[src/common/sched_pkg.sv]
// ~~~~~~~~~~~~~~~~~~~~~~~~~~~~~~~~~~~~~~~~
// Tile scheduler package
// Job configuration, buffer flags, FSM encoding
// and the strobe bundles shared by the scheduler
// ~~~~~~~~~~~~~~~~~~~~~~~~~~~~~~~~~~~~~~~~

package sched_pkg;

  // Every iteration count in the scheduler uses this width
  localparam int unsigned ITER_W = 16;

  // Default systolic array geometry and engine pipeline depth
  localparam int unsigned DEF_HEIGHT    = 4;
  localparam int unsigned DEF_WIDTH     = 4;
  localparam int unsigned DEF_PIPE_REGS = 3;

  typedef struct packed {
    logic [ITER_W-1:0] x_rows;
    logic [ITER_W-1:0] x_cols;
    logic [ITER_W-1:0] w_rows;
    logic [ITER_W-1:0] w_cols;
    logic              y_en;
    logic              start;
    logic              clear;
    logic [1:0]        spare;
  } sched_cfg_t;

  // In the buffer status x_empty is a single-cycle pulse
  typedef struct packed {
    logic x_full;
    logic x_empty;
    logic x_valid;
    logic w_valid;
    logic y_loaded;
  } buf_flgs_t;

  typedef enum logic [1:0] {
    IDLE,
    PRELOAD,
    LOAD_W,
    WAIT
  } sched_state_e;

  typedef struct packed {
    logic in_load_w;
    logic advance;
    logic preload_exit;
    logic start_comp;
  } fsm_ctrl_t;

  typedef struct packed {
    logic load;
    logic h_shift;
    logic rst_w_index;
    logic pad_setup;
  } x_strb_t;

endpackage

[src/fsm/sched_fsm.sv]
// ~~~~~~~~~~~~~~~~~~~~~~~~~~~~~~~~~~~~~~~~
// Scheduler control FSM
// Steps through preload, weight load and pipeline
// wait, and decides when the engine must stall
// ~~~~~~~~~~~~~~~~~~~~~~~~~~~~~~~~~~~~~~~~

`timescale 1ns/100ps

module sched_fsm #(
  parameter int unsigned NumPipeRegs = sched_pkg::DEF_PIPE_REGS
) (
  input  logic                  clk_i,
  input  logic                  rst_ni,
  input  sched_pkg::sched_cfg_t cfg_i,
  input  sched_pkg::buf_flgs_t  flgs_i,
  input  logic                  x_check_i,
  input  logic                  w_done_i,
  input  logic                  y_check_i,
  output sched_pkg::fsm_ctrl_t  ctrl_o,
  output logic                  reg_enable_o
);

  localparam int unsigned     CntW     = $clog2(NumPipeRegs + 1);
  localparam logic [CntW-1:0] LastWait = CntW'(NumPipeRegs);

  sched_pkg::sched_state_e state_q, state_d;

  logic [CntW-1:0] wait_q;
  logic            first_load_q, computing_q, reg_enable_q;
  logic            stall, advance, in_load_w, preload_done;

  assign in_load_w = state_q == sched_pkg::LOAD_W;

  // Only a weight load can stall when the W row is missing or X or Y is not ready
  assign stall = in_load_w && ((!flgs_i.w_valid && !w_done_i) ||
                               (x_check_i && !flgs_i.x_full) ||
                               (y_check_i && !flgs_i.y_loaded));

  assign advance      = computing_q && !stall;
  assign preload_done = flgs_i.x_full && (flgs_i.y_loaded || !cfg_i.y_en);

  always_comb begin
    state_d = state_q;
    case (state_q)
      sched_pkg::IDLE: begin
        if (cfg_i.start) state_d = sched_pkg::PRELOAD;
      end
      sched_pkg::PRELOAD: begin
        if (preload_done) state_d = sched_pkg::LOAD_W;
      end
      sched_pkg::LOAD_W: begin
        if (!stall) state_d = sched_pkg::WAIT;
      end
      sched_pkg::WAIT: begin
        if (wait_q == LastWait) state_d = sched_pkg::LOAD_W;
      end
      default: state_d = sched_pkg::IDLE;
    endcase
  end

  always_ff @(posedge clk_i or negedge rst_ni) begin
    if (!rst_ni) begin
      state_q      <= sched_pkg::IDLE;
      wait_q       <= '0;
      first_load_q <= 1'b1;
      computing_q  <= 1'b0;
      reg_enable_q <= 1'b0;
    end else if (cfg_i.clear) begin
      state_q      <= sched_pkg::IDLE;
      wait_q       <= '0;
      first_load_q <= 1'b1;
      computing_q  <= 1'b0;
      reg_enable_q <= 1'b0;
    end else begin
      state_q      <= state_d;
      reg_enable_q <= advance;
      // The wait counter runs across LOAD_W and WAIT, so WAIT lasts NumPipeRegs cycles
      if (advance) begin
        wait_q <= (wait_q == LastWait) ? '0 : wait_q + 1'b1;
      end
      if (in_load_w && !stall) first_load_q <= 1'b0;
      if (ctrl_o.preload_exit) computing_q <= 1'b1;
    end
  end

  assign ctrl_o.in_load_w    = in_load_w;
  assign ctrl_o.advance      = advance;
  assign ctrl_o.preload_exit = (state_q == sched_pkg::PRELOAD) && preload_done;
  assign ctrl_o.start_comp   = first_load_q && in_load_w && !stall;
  assign reg_enable_o        = reg_enable_q;

  a_hold_on_stall : assert property (@(posedge clk_i) disable iff (!rst_ni || cfg_i.clear)
    in_load_w && stall |=> state_q == sched_pkg::LOAD_W)
    else $error("sched_fsm: weight load left while stalled");

endmodule

[src/verilog/sched_top.sv]
// ~~~~~~~~~~~~~~~~~~~~~~~~~~~~~~~~~~~~~~~~
// Tile scheduler top level
// Connects the control FSM with the X, W and
// Z/Y controllers
// ~~~~~~~~~~~~~~~~~~~~~~~~~~~~~~~~~~~~~~~~

`timescale 1ns/100ps

module sched_top #(
  parameter int unsigned Height      = sched_pkg::DEF_HEIGHT,
  parameter int unsigned Width       = sched_pkg::DEF_WIDTH,
  parameter int unsigned NumPipeRegs = sched_pkg::DEF_PIPE_REGS
) (
  input  logic                  clk_i,
  input  logic                  rst_ni,
  input  sched_pkg::sched_cfg_t cfg_i,
  input  sched_pkg::buf_flgs_t  flgs_i,
  input  logic                  z_empty_i,
  output sched_pkg::x_strb_t    x_strb_o,
  output logic                  w_load_o,
  output logic                  w_shift_o,
  output logic                  y_push_o,
  output logic                  z_fill_o,
  output logic                  reg_enable_o,
  output logic                  done_o
);

  sched_pkg::fsm_ctrl_t ctrl;
  logic                 x_check, y_check, col_done;

  // The window counters need at least two rows and one pipeline stage
  if (Width == 0 || Height < 2 || NumPipeRegs == 0) begin : g_size_check
    $error("sched_top: unsupported array or pipeline size");
  end

  sched_fsm #(
    .NumPipeRegs ( NumPipeRegs )
  ) i_sched_fsm (
    .clk_i        ( clk_i        ),
    .rst_ni       ( rst_ni       ),
    .cfg_i        ( cfg_i        ),
    .flgs_i       ( flgs_i       ),
    .x_check_i    ( x_check      ),
    .w_done_i     ( done_o       ),
    .y_check_i    ( y_check      ),
    .ctrl_o       ( ctrl         ),
    .reg_enable_o ( reg_enable_o )
  );

  x_ctrl #(
    .Height ( Height )
  ) i_x_ctrl (
    .clk_i     ( clk_i    ),
    .rst_ni    ( rst_ni   ),
    .cfg_i     ( cfg_i    ),
    .flgs_i    ( flgs_i   ),
    .ctrl_i    ( ctrl     ),
    .strb_o    ( x_strb_o ),
    .x_check_o ( x_check  )
  );

  w_ctrl i_w_ctrl (
    .clk_i      ( clk_i     ),
    .rst_ni     ( rst_ni    ),
    .cfg_i      ( cfg_i     ),
    .flgs_i     ( flgs_i    ),
    .ctrl_i     ( ctrl      ),
    .w_load_o   ( w_load_o  ),
    .w_shift_o  ( w_shift_o ),
    .col_done_o ( col_done  ),
    .w_done_o   ( done_o    )
  );

  z_ctrl #(
    .Height      ( Height      ),
    .NumPipeRegs ( NumPipeRegs )
  ) i_z_ctrl (
    .clk_i        ( clk_i        ),
    .rst_ni       ( rst_ni       ),
    .cfg_i        ( cfg_i        ),
    .z_empty_i    ( z_empty_i    ),
    .col_done_i   ( col_done     ),
    .reg_enable_i ( reg_enable_o ),
    .ctrl_i       ( ctrl         ),
    .y_push_o     ( y_push_o     ),
    .z_fill_o     ( z_fill_o     ),
    .y_check_o    ( y_check      )
  );

endmodule

[src/verilog/tile_counter.sv]
// ~~~~~~~~~~~~~~~~~~~~~~~~~~~~~~~~~~~~~~~~
// Two-level tile loop counter
// Inner count wraps into the outer count, the
// outer wrap sets a sticky done flag
// ~~~~~~~~~~~~~~~~~~~~~~~~~~~~~~~~~~~~~~~~

`timescale 1ns/100ps

module tile_counter (
  input  logic                         clk_i,
  input  logic                         rst_ni,
  input  logic                         clear_i,
  input  logic                         step_i,
  input  logic [sched_pkg::ITER_W-1:0] inner_max_i,
  input  logic [sched_pkg::ITER_W-1:0] outer_max_i,
  output logic [sched_pkg::ITER_W-1:0] inner_o,
  output logic [sched_pkg::ITER_W-1:0] outer_o,
  output logic                         inner_wrap_o,
  output logic                         outer_wrap_o,
  output logic                         done_o
);

  logic [sched_pkg::ITER_W-1:0] inner_q, outer_q;
  logic                         done_q;
  logic                         step_en;

  // Once done, the loop is frozen until a clear
  assign step_en      = step_i && !done_q;
  assign inner_wrap_o = step_en && (inner_q == inner_max_i - 1'b1);
  assign outer_wrap_o = inner_wrap_o && (outer_q == outer_max_i - 1'b1);

  always_ff @(posedge clk_i or negedge rst_ni) begin
    if (!rst_ni) begin
      inner_q <= '0;
      outer_q <= '0;
      done_q  <= 1'b0;
    end else if (clear_i) begin
      inner_q <= '0;
      outer_q <= '0;
      done_q  <= 1'b0;
    end else begin
      if (step_en) begin
        inner_q <= inner_wrap_o ? '0 : inner_q + 1'b1;
      end
      if (inner_wrap_o) begin
        outer_q <= outer_wrap_o ? '0 : outer_q + 1'b1;
      end
      if (outer_wrap_o) begin
        done_q <= 1'b1;
      end
    end
  end

  assign inner_o = inner_q;
  assign outer_o = outer_q;
  assign done_o  = done_q;

  a_inner_in_range : assert property (@(posedge clk_i) disable iff (!rst_ni)
    inner_o <= inner_max_i)
    else $error("tile_counter: inner count beyond its limit");

endmodule

[src/w_ctrl/w_ctrl.sv]
// ~~~~~~~~~~~~~~~~~~~~~~~~~~~~~~~~~~~~~~~~
// W buffer controller
// Walks W rows, column tiles and matrix passes
// and strobes the weight load and shift
// ~~~~~~~~~~~~~~~~~~~~~~~~~~~~~~~~~~~~~~~~

`timescale 1ns/100ps

module w_ctrl (
  input  logic                  clk_i,
  input  logic                  rst_ni,
  input  sched_pkg::sched_cfg_t cfg_i,
  input  sched_pkg::buf_flgs_t  flgs_i,
  input  sched_pkg::fsm_ctrl_t  ctrl_i,
  output logic                  w_load_o,
  output logic                  w_shift_o,
  output logic                  col_done_o,
  output logic                  w_done_o
);

  logic [sched_pkg::ITER_W-1:0] mat_q;
  logic                         done_q;
  logic                         row_step, mat_step, done_en;

  assign w_load_o  = ctrl_i.in_load_w && ctrl_i.advance && !done_q;
  assign w_shift_o = ctrl_i.advance && !done_q;
  // The FSM only advances a weight load while w_valid is high
  assign row_step  = w_load_o;

  // Restarted after every full pass so the next X row tile sees the whole W matrix
  tile_counter i_w_iter (
    .clk_i        ( clk_i                  ),
    .rst_ni       ( rst_ni                 ),
    .clear_i      ( cfg_i.clear || mat_step ),
    .step_i       ( row_step               ),
    .inner_max_i  ( cfg_i.w_rows           ),
    .outer_max_i  ( cfg_i.w_cols           ),
    .inner_o      (                        ),
    .outer_o      (                        ),
    .inner_wrap_o ( col_done_o             ),
    .outer_wrap_o ( mat_step               ),
    .done_o       (                        )
  );

  assign done_en = mat_step && (mat_q == cfg_i.x_rows - 1'b1);

  always_ff @(posedge clk_i or negedge rst_ni) begin
    if (!rst_ni) begin
      mat_q  <= '0;
      done_q <= 1'b0;
    end else if (cfg_i.clear) begin
      mat_q  <= '0;
      done_q <= 1'b0;
    end else begin
      if (mat_step) mat_q <= mat_q + 1'b1;
      if (done_en) done_q <= 1'b1;
    end
  end

  assign w_done_o = done_q;

  a_load_needs_valid : assert property (@(posedge clk_i) disable iff (!rst_ni)
    w_load_o |-> flgs_i.w_valid)
    else $error("w_ctrl: weight load without a valid W row");

endmodule

[src/x_ctrl/x_ctrl.sv]
// ~~~~~~~~~~~~~~~~~~~~~~~~~~~~~~~~~~~~~~~~
// X buffer controller
// Tracks X tiles, requests reloads and drives
// the shift, index reset and pad strobes
// ~~~~~~~~~~~~~~~~~~~~~~~~~~~~~~~~~~~~~~~~

`timescale 1ns/100ps

module x_ctrl #(
  parameter int unsigned Height = sched_pkg::DEF_HEIGHT
) (
  input  logic                  clk_i,
  input  logic                  rst_ni,
  input  sched_pkg::sched_cfg_t cfg_i,
  input  sched_pkg::buf_flgs_t  flgs_i,
  input  sched_pkg::fsm_ctrl_t  ctrl_i,
  output sched_pkg::x_strb_t    strb_o,
  output logic                  x_check_o
);

  localparam int unsigned      ShW       = $clog2(Height);
  localparam logic [ShW-1:0]   LastShift = ShW'(Height - 1);

  logic [ShW-1:0] shift_q;
  logic           reload_q, empty_q, refill_q;
  logic           reload_en, reload_rst, shift_en, last_shift, x_done;

  // Column tiles inside, row tiles outside, one step per drained X tile
  tile_counter i_x_iter (
    .clk_i        ( clk_i        ),
    .rst_ni       ( rst_ni       ),
    .clear_i      ( cfg_i.clear  ),
    .step_i       ( flgs_i.x_empty ),
    .inner_max_i  ( cfg_i.x_cols ),
    .outer_max_i  ( cfg_i.x_rows ),
    .inner_o      (              ),
    .outer_o      (              ),
    .inner_wrap_o (              ),
    .outer_wrap_o (              ),
    .done_o       ( x_done       )
  );

  // A buffer that drained while still flagged full must be reloaded once full drops
  assign reload_en  = cfg_i.start || flgs_i.x_empty || (empty_q && !flgs_i.x_full);
  assign reload_rst = flgs_i.x_full && !reload_en;

  assign shift_en   = ctrl_i.in_load_w && ctrl_i.advance;
  assign last_shift = shift_q == LastShift;

  always_ff @(posedge clk_i or negedge rst_ni) begin
    if (!rst_ni) begin
      reload_q <= 1'b0;
      empty_q  <= 1'b0;
      refill_q <= 1'b0;
      shift_q  <= '0;
    end else if (cfg_i.clear) begin
      reload_q <= 1'b0;
      empty_q  <= 1'b0;
      refill_q <= 1'b0;
      shift_q  <= '0;
    end else begin
      if (reload_rst) reload_q <= 1'b0;
      else if (reload_en) reload_q <= 1'b1;
      if (!flgs_i.x_full) empty_q <= 1'b0;
      else if (flgs_i.x_empty) empty_q <= 1'b1;
      if (strb_o.rst_w_index) refill_q <= 1'b0;
      else if (flgs_i.x_empty) refill_q <= 1'b1;
      if (shift_en) shift_q <= last_shift ? '0 : shift_q + 1'b1;
    end
  end

  assign strb_o.load        = reload_q && !reload_rst && flgs_i.x_valid;
  assign strb_o.h_shift     = shift_en;
  assign strb_o.rst_w_index = shift_en && last_shift && flgs_i.x_full;
  assign strb_o.pad_setup   = ctrl_i.preload_exit;

  // New X data is needed when the current tile has been fully shifted out
  assign x_check_o = refill_q && last_shift && !x_done;

endmodule

[src/z_ctrl/z_ctrl.sv]
// ~~~~~~~~~~~~~~~~~~~~~~~~~~~~~~~~~~~~~~~~
// Z/Y output controller
// Waits for the pipeline to drain after a W column
// tile, then opens the Y push and Z fill windows
// ~~~~~~~~~~~~~~~~~~~~~~~~~~~~~~~~~~~~~~~~

`timescale 1ns/100ps

module z_ctrl #(
  parameter int unsigned Height      = sched_pkg::DEF_HEIGHT,
  parameter int unsigned NumPipeRegs = sched_pkg::DEF_PIPE_REGS
) (
  input  logic                  clk_i,
  input  logic                  rst_ni,
  input  sched_pkg::sched_cfg_t cfg_i,
  input  logic                  z_empty_i,
  input  logic                  col_done_i,
  input  logic                  reg_enable_i,
  input  sched_pkg::fsm_ctrl_t  ctrl_i,
  output logic                  y_push_o,
  output logic                  z_fill_o,
  output logic                  y_check_o
);

  localparam int unsigned       WaitW    = $clog2(NumPipeRegs + 1);
  localparam int unsigned       RowW     = $clog2(Height);
  localparam logic [WaitW-1:0]  LastWait = WaitW'(NumPipeRegs);
  localparam logic [WaitW-1:0]  OpenWait = WaitW'(NumPipeRegs - 1);
  localparam logic [RowW-1:0]   LastRow  = RowW'(Height - 1);

  logic [WaitW-1:0] wait_q;
  logic [RowW-1:0]  avail_q, push_q;
  logic             wait_en_q, avail_en_q, push_en_q;
  logic             wait_clr, push_open, avail_clr, push_clr, y_done;

  // Y tiles follow the output tiles, restarted when computation begins
  tile_counter i_y_iter (
    .clk_i        ( clk_i                             ),
    .rst_ni       ( rst_ni                            ),
    .clear_i      ( cfg_i.clear || ctrl_i.start_comp  ),
    .step_i       ( z_empty_i                         ),
    .inner_max_i  ( cfg_i.w_cols                      ),
    .outer_max_i  ( cfg_i.x_rows                      ),
    .inner_o      (                                   ),
    .outer_o      (                                   ),
    .inner_wrap_o (                                   ),
    .outer_wrap_o (                                   ),
    .done_o       ( y_done                            )
  );

  assign wait_clr  = wait_en_q && ctrl_i.advance && (wait_q == LastWait);
  assign push_open = wait_en_q && ctrl_i.advance && (wait_q == OpenWait);
  assign avail_clr = avail_en_q && ctrl_i.advance && (avail_q == LastRow);
  assign push_clr  = push_en_q && ctrl_i.advance && (push_q == LastRow);

  always_ff @(posedge clk_i or negedge rst_ni) begin
    if (!rst_ni) begin
      {wait_en_q, avail_en_q, push_en_q} <= '0;
      wait_q  <= '0;
      avail_q <= '0;
      push_q  <= '0;
    end else if (cfg_i.clear) begin
      {wait_en_q, avail_en_q, push_en_q} <= '0;
      wait_q  <= '0;
      avail_q <= '0;
      push_q  <= '0;
    end else begin
      // A new window request wins over the end of the current one
      if (col_done_i) wait_en_q <= 1'b1;
      else if (wait_clr) wait_en_q <= 1'b0;
      if (wait_clr) avail_en_q <= 1'b1;
      else if (avail_clr) avail_en_q <= 1'b0;
      if (push_open) push_en_q <= 1'b1;
      else if (push_clr) push_en_q <= 1'b0;
      if (wait_en_q && ctrl_i.advance) wait_q <= (wait_q == LastWait) ? '0 : wait_q + 1'b1;
      if (avail_en_q && ctrl_i.advance) avail_q <= (avail_q == LastRow) ? '0 : avail_q + 1'b1;
      if (push_en_q && ctrl_i.advance) push_q <= (push_q == LastRow) ? '0 : push_q + 1'b1;
    end
  end

  assign y_push_o  = push_en_q && ctrl_i.advance;
  assign z_fill_o  = avail_en_q && reg_enable_i;
  assign y_check_o = cfg_i.y_en && wait_en_q && (wait_q == LastWait) && !y_done;

endmodule
[config.mk]
export PLATFORM = sky130hd
export DESIGN_NAME = sched_top
export DESIGN_NICKNAME = d
export VERILOG_FILES = /design/src/common/sched_pkg.sv /design/src/fsm/sched_fsm.sv /design/src/verilog/sched_top.sv /design/src/verilog/tile_counter.sv /design/src/w_ctrl/w_ctrl.sv /design/src/x_ctrl/x_ctrl.sv /design/src/z_ctrl/z_ctrl.sv
export SDC_FILE = /design/constraint.sdc
export NUM_CORES = 1
export LEC_CHECK = 0
export ABC_AREA = 1
export BUFFER_PORTS_ARGS = -buffer_cell sky130_fd_sc_hd__buf_2
export CELL_PAD_IN_SITES_DETAIL_PLACEMENT = 0
export CELL_PAD_IN_SITES_GLOBAL_PLACEMENT = 1
export CORE_MARGIN = 1
export CORE_UTILIZATION = 35
export DETAILED_ROUTE_END_ITERATION = 10
export PLACE_DENSITY_LB_ADDON = 0.1
export RECOVER_POWER = 100
export SETUP_SLACK_MARGIN = 0.05
export SLEW_MARGIN = 20
export SYNTH_ARGS = -nofsm -noshare
export SYNTH_HDL_FRONTEND = slang
export SYNTH_SLANG_ARGS = --single-unit
[constraint.sdc]
create_clock -name clk_i -period 2.73 [get_ports clk_i]
set_clock_uncertainty 0.2 [all_clocks]
set_input_delay 0.546 -clock clk_i [delete_from_list [all_inputs] [get_ports clk_i]]
set_output_delay 0.546 -clock clk_i [all_outputs]
set_load 0.05 [all_outputs]
==> After elaboration in Yosys (flattened, before gate mapping) <==
Cells that the tools add are included.
{ "totals": {"out_inout_bits": 10, "register_bits": 137, "in_bits": 77, "word_cells": 219} }
{ "op_classes": {"n_reduce_logical": 85, "n_addsub": 16, "eq_ne": 21, "mux": 71} }
{ "ops": {"columns": ["operator", "n"], "rows": [
  ["2-to-1 mux 16 bit", 20],
  ["adder 16 x 1 -> 16 bit (second input constant)", 7],
  ["equality test 16 bit", 7],
  ["subtractor 16 x 1 -> 16 bit (second input constant)", 4],
  ["logical AND 1 bit", 42],
  ["2-to-1 mux 2 bit", 20],
  ["nonzero test 2 bit", 18],
  ["2-to-1 mux 1 bit", 30],
  ["equality test 2 bit (second input constant)", 8],
  ["nonzero test 3 bit", 5],
  ["zero test 1 bit", 11],
  ["adder 2 x 1 -> 2 bit (second input constant)", 5],
  ["inequality test 3 bit (second input constant)", 3],
  ["one-hot mux 2 bit (4 select lines)", 1],
  ["logical OR 1 bit", 7],
  ["inequality test 3 x 2 -> 1 bit (second input constant)", 2],
  ["AND reduction 4 bit", 1],
  ["equality test 2 x 1 -> 1 bit (second input constant)", 1],
  ["zero test 2 bit", 1]
]} }

==> Depth between registers and ports, before layout <==
{ "depth": {"word_depth": 17, "ltp_mapped": 17} }

==> Modules after synthesis <==
From an unflattened synthesis, not the netlist that was laid out.
{ "hier_totals": {"hier_cells": 2140, "hier_area_um2": 13349.1} }
{ "by_module_without_submodules": {"columns": ["mod", "instances", "cells_per_inst", "area_per_inst_um2"], "rows": [
  ["tile_counter (i_x_ctrl.i_x_iter ...)", 2, 572, 3467.1],
  ["tile_counter (i_w_ctrl.i_w_iter)", 1, 583, 3641.0],
  ["w_ctrl", 1, 255, 1580.3],
  ["z_ctrl", 1, 61, 495.5],
  ["sched_fsm", 1, 58, 416.6],
  ["x_ctrl", 1, 39, 281.5]
]} }

==> Least setup slack after synthesis <==
No wires, ideal clock.
{ "synth_path": {"kind": "register to output", "startpoint": "reg i_w_ctrl.done_q (netlist: i_w_ctrl.w_done_o)", "endpoint": "out x_strb_o[1] (netlist name)", "path_buffers": 0, "setup_slack_ps": -424, "path_stages_with_launch": 7, "arrival_time_ps": 2408, "required_ps": 1984, "cell_sequence": "dfrtp_1 -> o21ai_0 -> nor2_1 -> nand2_1 -> nor2_1 -> inv_1 -> nor3_1"} }
{ "synth_rtl": {"columns": ["item", "line", "rtl"], "rows": [
  ["from (decl)", "w_ctrl.sv:22", "logic done_q;"],
  ["from (signal assigned)", "w_ctrl.sv:50", "done_q <= 1'b0;"],
  ["from (signal assigned)", "w_ctrl.sv:53", "done_q <= 1'b0;"],
  ["from (signal assigned)", "w_ctrl.sv:56", "if (done_en) done_q <= 1'b1;"],
  ["to (decl)", "sched_top.sv:19", "output sched_pkg::x_strb_t x_strb_o,"]
]} }

==> impl_summary.txt <==
----------------------------------------------------
[Timing]
  Setup WS post-layout ... 0.000507 ns
  Maximum clock frequency ... 0.366 GHz
  Setup repair after global routing missed its margin ... yes
  Max-slew headroom at the worst pin ... 12.5%
  Number of pins with negative max-slew slack in the final report ... 0
  Slew of the pin with the lowest slew margin ... 1.31 ns
  Final critical path time including I/O delays and setup ... 2.73 ns
  Final worst-path cycle share ... 100%
  Setup-failing EPs final ... 0
  Final setup TNS ... 0 ns
  Hold_ws ... approximately 0.23 ns
  Final Hold Viols ... 0

[Critical path]
  Arrival @ worst endpoint ... 1.98 ns
  Path type of the worst setup path ... reg2out
  Crit path capture type ... primary output
  Critical path required time ... 1.98 ns
  CP max FO ... 3
  Reg2reg path depth ... 17
  CP startpoint kind ... flip-flop

[Drt]
  Number of DRC violations after detailed-routing iteration 0 ... 613
  Mean number of vias per cell ... 4.82
  Vias ... 12122
  Antenna violation net count after detailed routing ... 0
  First-pass iteration count of the detailed router ... 5
  Average wire per cell in the routed design ... between 10 and 15 um
  Number of remaining DRC errors ... 0
  Total routed wirelength ... 36300 um

[Final layout]
  Commonest non-fill, non-tap cell in the layout ... sky130_fd_sc_hd__nand2_1
  Leading cell types in the layout, fill and taps excluded ... sky130_fd_sc_hd__nand2_1, sky130_fd_sc_hd__inv_1, sky130_fd_sc_hd__nor2_1
  Final nets ... 2152
  Ratio of cells with drive above 1 in the final layout ... 18.9%
  Area Overhead vs Synth ... 27.6%
  Antenna diode count ... 0
  Count of non-filler cells in the finished layout ... 2513

[Clock network]
  Worst skew pair latency ... 0.44 ns
  Root cell of the clock tree ... sky130_fd_sc_hd__clkbuf_16
  H-tree Lvls ... 4
  Clock transition at path regs ... 0.06 ns
  CTS tree ... done
  Clk buf depth ... 2
  Clock buffer count from CTS ... 17
  TritonCTS Sinks ... approximately 140

[Floorplan]
  Height of the die ... 184 um
  CORE AREA ... 0.0325 mm2
  Initial cell density of the core ... 35.6%
  Die extent in x ... 184 um
  Area of the die ... about 0.034 mm2
  Row count ... 66
  Ports placed on the boundary ... 87

[Yosys]
  Number of instances in the synthesized netlist ... 1798
  Number of register bits inferred by synthesis ... 137
  Portion of the post-synthesis area used by sequential elements ... 29.6%
  Area share of the largest cell type after synthesis ... 29.4%
  Mapped Nets ... roughly 1900
  Leading post-synthesis cells by cell area ... sky130_fd_sc_hd__dfrtp_1, sky130_fd_sc_hd__nand2_1, sky130_fd_sc_hd__inv_1
  Post-synthesis instance area ... 0.0116 mm2
  Library cell occupying the most area in the post-synthesis netlist ... sky130_fd_sc_hd__dfrtp_1
  Post-Syn Area per Cell ... 6.45 um2
  Unique cell type count in the Yosys netlist ... 45
  Total number of yosys warnings ... 0

[Outcome]
  Status ... finished clean

[Global routing]
  Via count of the first global-routing pass ... 11461
  Antenna violations before repair ... 0
  Global-route wire length before repair ... 59100 um
  Maximum number of pins on one net before global-route repair ... 48
  Global-route congestion overflow total ... 0
  All-Layer GR Usage ... about 22%

[Power]
  Maximum VDD drop ... around 0.45 mV
  Cell leakage power ... 0.00768 uW
  Power density of the placed cells ... 376 mW/mm2

[Placement]
  Number of port buffers ... 84
  DPL Wire Length ... 28300 um
  Worst slack after detailed placement ... -0.279 ns
  Placer congestion estimate ... about 0.85
  Number of cells in the design after placement ... 2456

[Min path]
  Number of stages on the worst hold path ... 3
  Worst Hold Class ... in2reg

[Run]
  Number of maximum-capacitance violations ... 0

----------------------------------------------------
worst paths after layout:
| kind | start | slack (ns) | end |
|---|---|---|---|
| hold / removal | cfg_i[3] | 0.23 | i_x_ctrl.reload_q$_DFFE_PN0P_ |
| setup reg to reg | i_x_ctrl.shift_q[1]$_DFFE_PN0P_ | 0.04 | i_sched_fsm.first_load_q$_DFFE_PN1P_ |
| hold reg to reg | i_w_ctrl.i_w_iter.done_o$_DFFE_PN0P_ | 0.30 | i_w_ctrl.i_w_iter.done_o$_DFFE_PN0P_ |
| setup / recovery | i_x_ctrl.shift_q[1]$_DFFE_PN0P_ | 0.0005 | x_strb_o[1] |
| min in group asynchronous | rst_ni | 0.74 | i_w_ctrl.i_w_iter.inner_o[0]$_DFFE_PN0P_ |
| max in group asynchronous | rst_ni | 0.35 | i_x_ctrl.i_x_iter.inner_o[5]$_DFFE_PN0P_ |
cell families (layout without fill, tap and decap cells):
| family | count (synthesis) | in the layout | share of synthesized area (%) |
|---|---|---|---|
| DFF | 137 | 137 | 29.6 |
| and+or+nand+nor | 1142 | 1142 | 45.1 |
| buffers and inverters | 290 | 563 | 9.76 |
| xor gates and xnor gates | 124 | 124 | 9.61 |
| AOI/OAI and AO/OA | 88 | 88 | 4.09 |
| adders and majority gates | 17 | 17 | 1.84 |
cell type report:
class / count / area, um2
Sequential cell: 137 / 3430
Clock inverter: 14 / 173
Timing Repair Buffer: 272 / 2030
Tap cell: 442 / 553
Fill cell: 3545 / 17700
Inverter: 259 / 975
Clock buffer: 18 / 439
Multi-Input combinational cell: 1371 / 7190
power breakdown:
part,switching (uW),internal (uW)
Clock,1000,1470
Combinational,582,407
Sequential,36.1,2070
Total,1620,3940
sequential cells by signal (all words and copies together) (netlist names), 2 cells and up:
register,flops
i_w_ctrl.i_w_iter.inner_o,16
i_w_ctrl.i_w_iter.outer_o,16
i_w_ctrl.mat_q,16
i_x_ctrl.i_x_iter.inner_o,16
i_x_ctrl.i_x_iter.outer_o,16
i_z_ctrl.i_y_iter.inner_o,16
i_z_ctrl.i_y_iter.outer_o,16
i_sched_fsm.state_q,2
i_sched_fsm.wait_q,2
i_x_ctrl.shift_q,2
i_z_ctrl.avail_q,2
i_z_ctrl.push_q,2
i_z_ctrl.wait_q,2
per-stage QoR:
step	area [um2]	util (%)	power, uW
after floorplan	11600	-	2620
after global placement	13800	42.4	3040
after detailed placement	13800	42.4	3050
after CTS	14600	45.0	5610
after global routing	14800	45.5	5820
final	14800	45.5	5560
critical path, cell delays in order (launching register included):
cell and delay [ns]:
sky130_fd_sc_hd__dfrtp_1 0.41, sky130_fd_sc_hd__ha_4 0.18, sky130_fd_sc_hd__nand3_2 0.07, sky130_fd_sc_hd__o21ai_2 0.09, sky130_fd_sc_hd__nor2_2 0.18, sky130_fd_sc_hd__nand2_2 0.12
sky130_fd_sc_hd__nor2_4 0.12, sky130_fd_sc_hd__inv_2 0.06, sky130_fd_sc_hd__nor3_4 0.13, sky130_fd_sc_hd__buf_6 0.18
synth_stat cells (all sizes together):
cell / instances
o21ai: 53
o22ai: 1
dfstp: 1
xnor2: 29
xnor3: 2
nor3: 45
nor2: 218
and3: 6
nand4: 100
a31oi: 1
o31a: 1
a21oi: 28
dfrtp: 136
nand3b: 17
nor4: 11
nand2: 547
and2: 2
o21a: 1
or2: 9
a31o: 1
ha: 17
buf: 19
o211a: 2
xor2: 93
nand3: 186
inv: 259
nor3b: 1
clkbuf: 12
repair_timing:
| action | in CTS | in global routing |
|---|---|---|
| hold endpoints to repair | 42 | 0 |
| pin swaps | 4 | 12 |
| hold buffers | 1 | 0 |
| buffers inserted | 19 | 10 |
| resized for setup | 23 | 38 |
| setup endpoints to repair | 5 | 69 |
routing by layer:
| metal | track usage [%] | vias to the layer above | share of wire, % |
|---|---|---|---|
| li1 | - | 6295 | - |
| met1 | 29.0 | 5613 | 47 |
| met2 | 38.0 | 180 | 49 |
| met3 | 2.65 | 34 | 2.7 |
| met4 | 6.40 | 0 | 1.5 |
| met5 | 0 | - | 0 |
No activity file was read; power rests on OpenSTA's default activity.
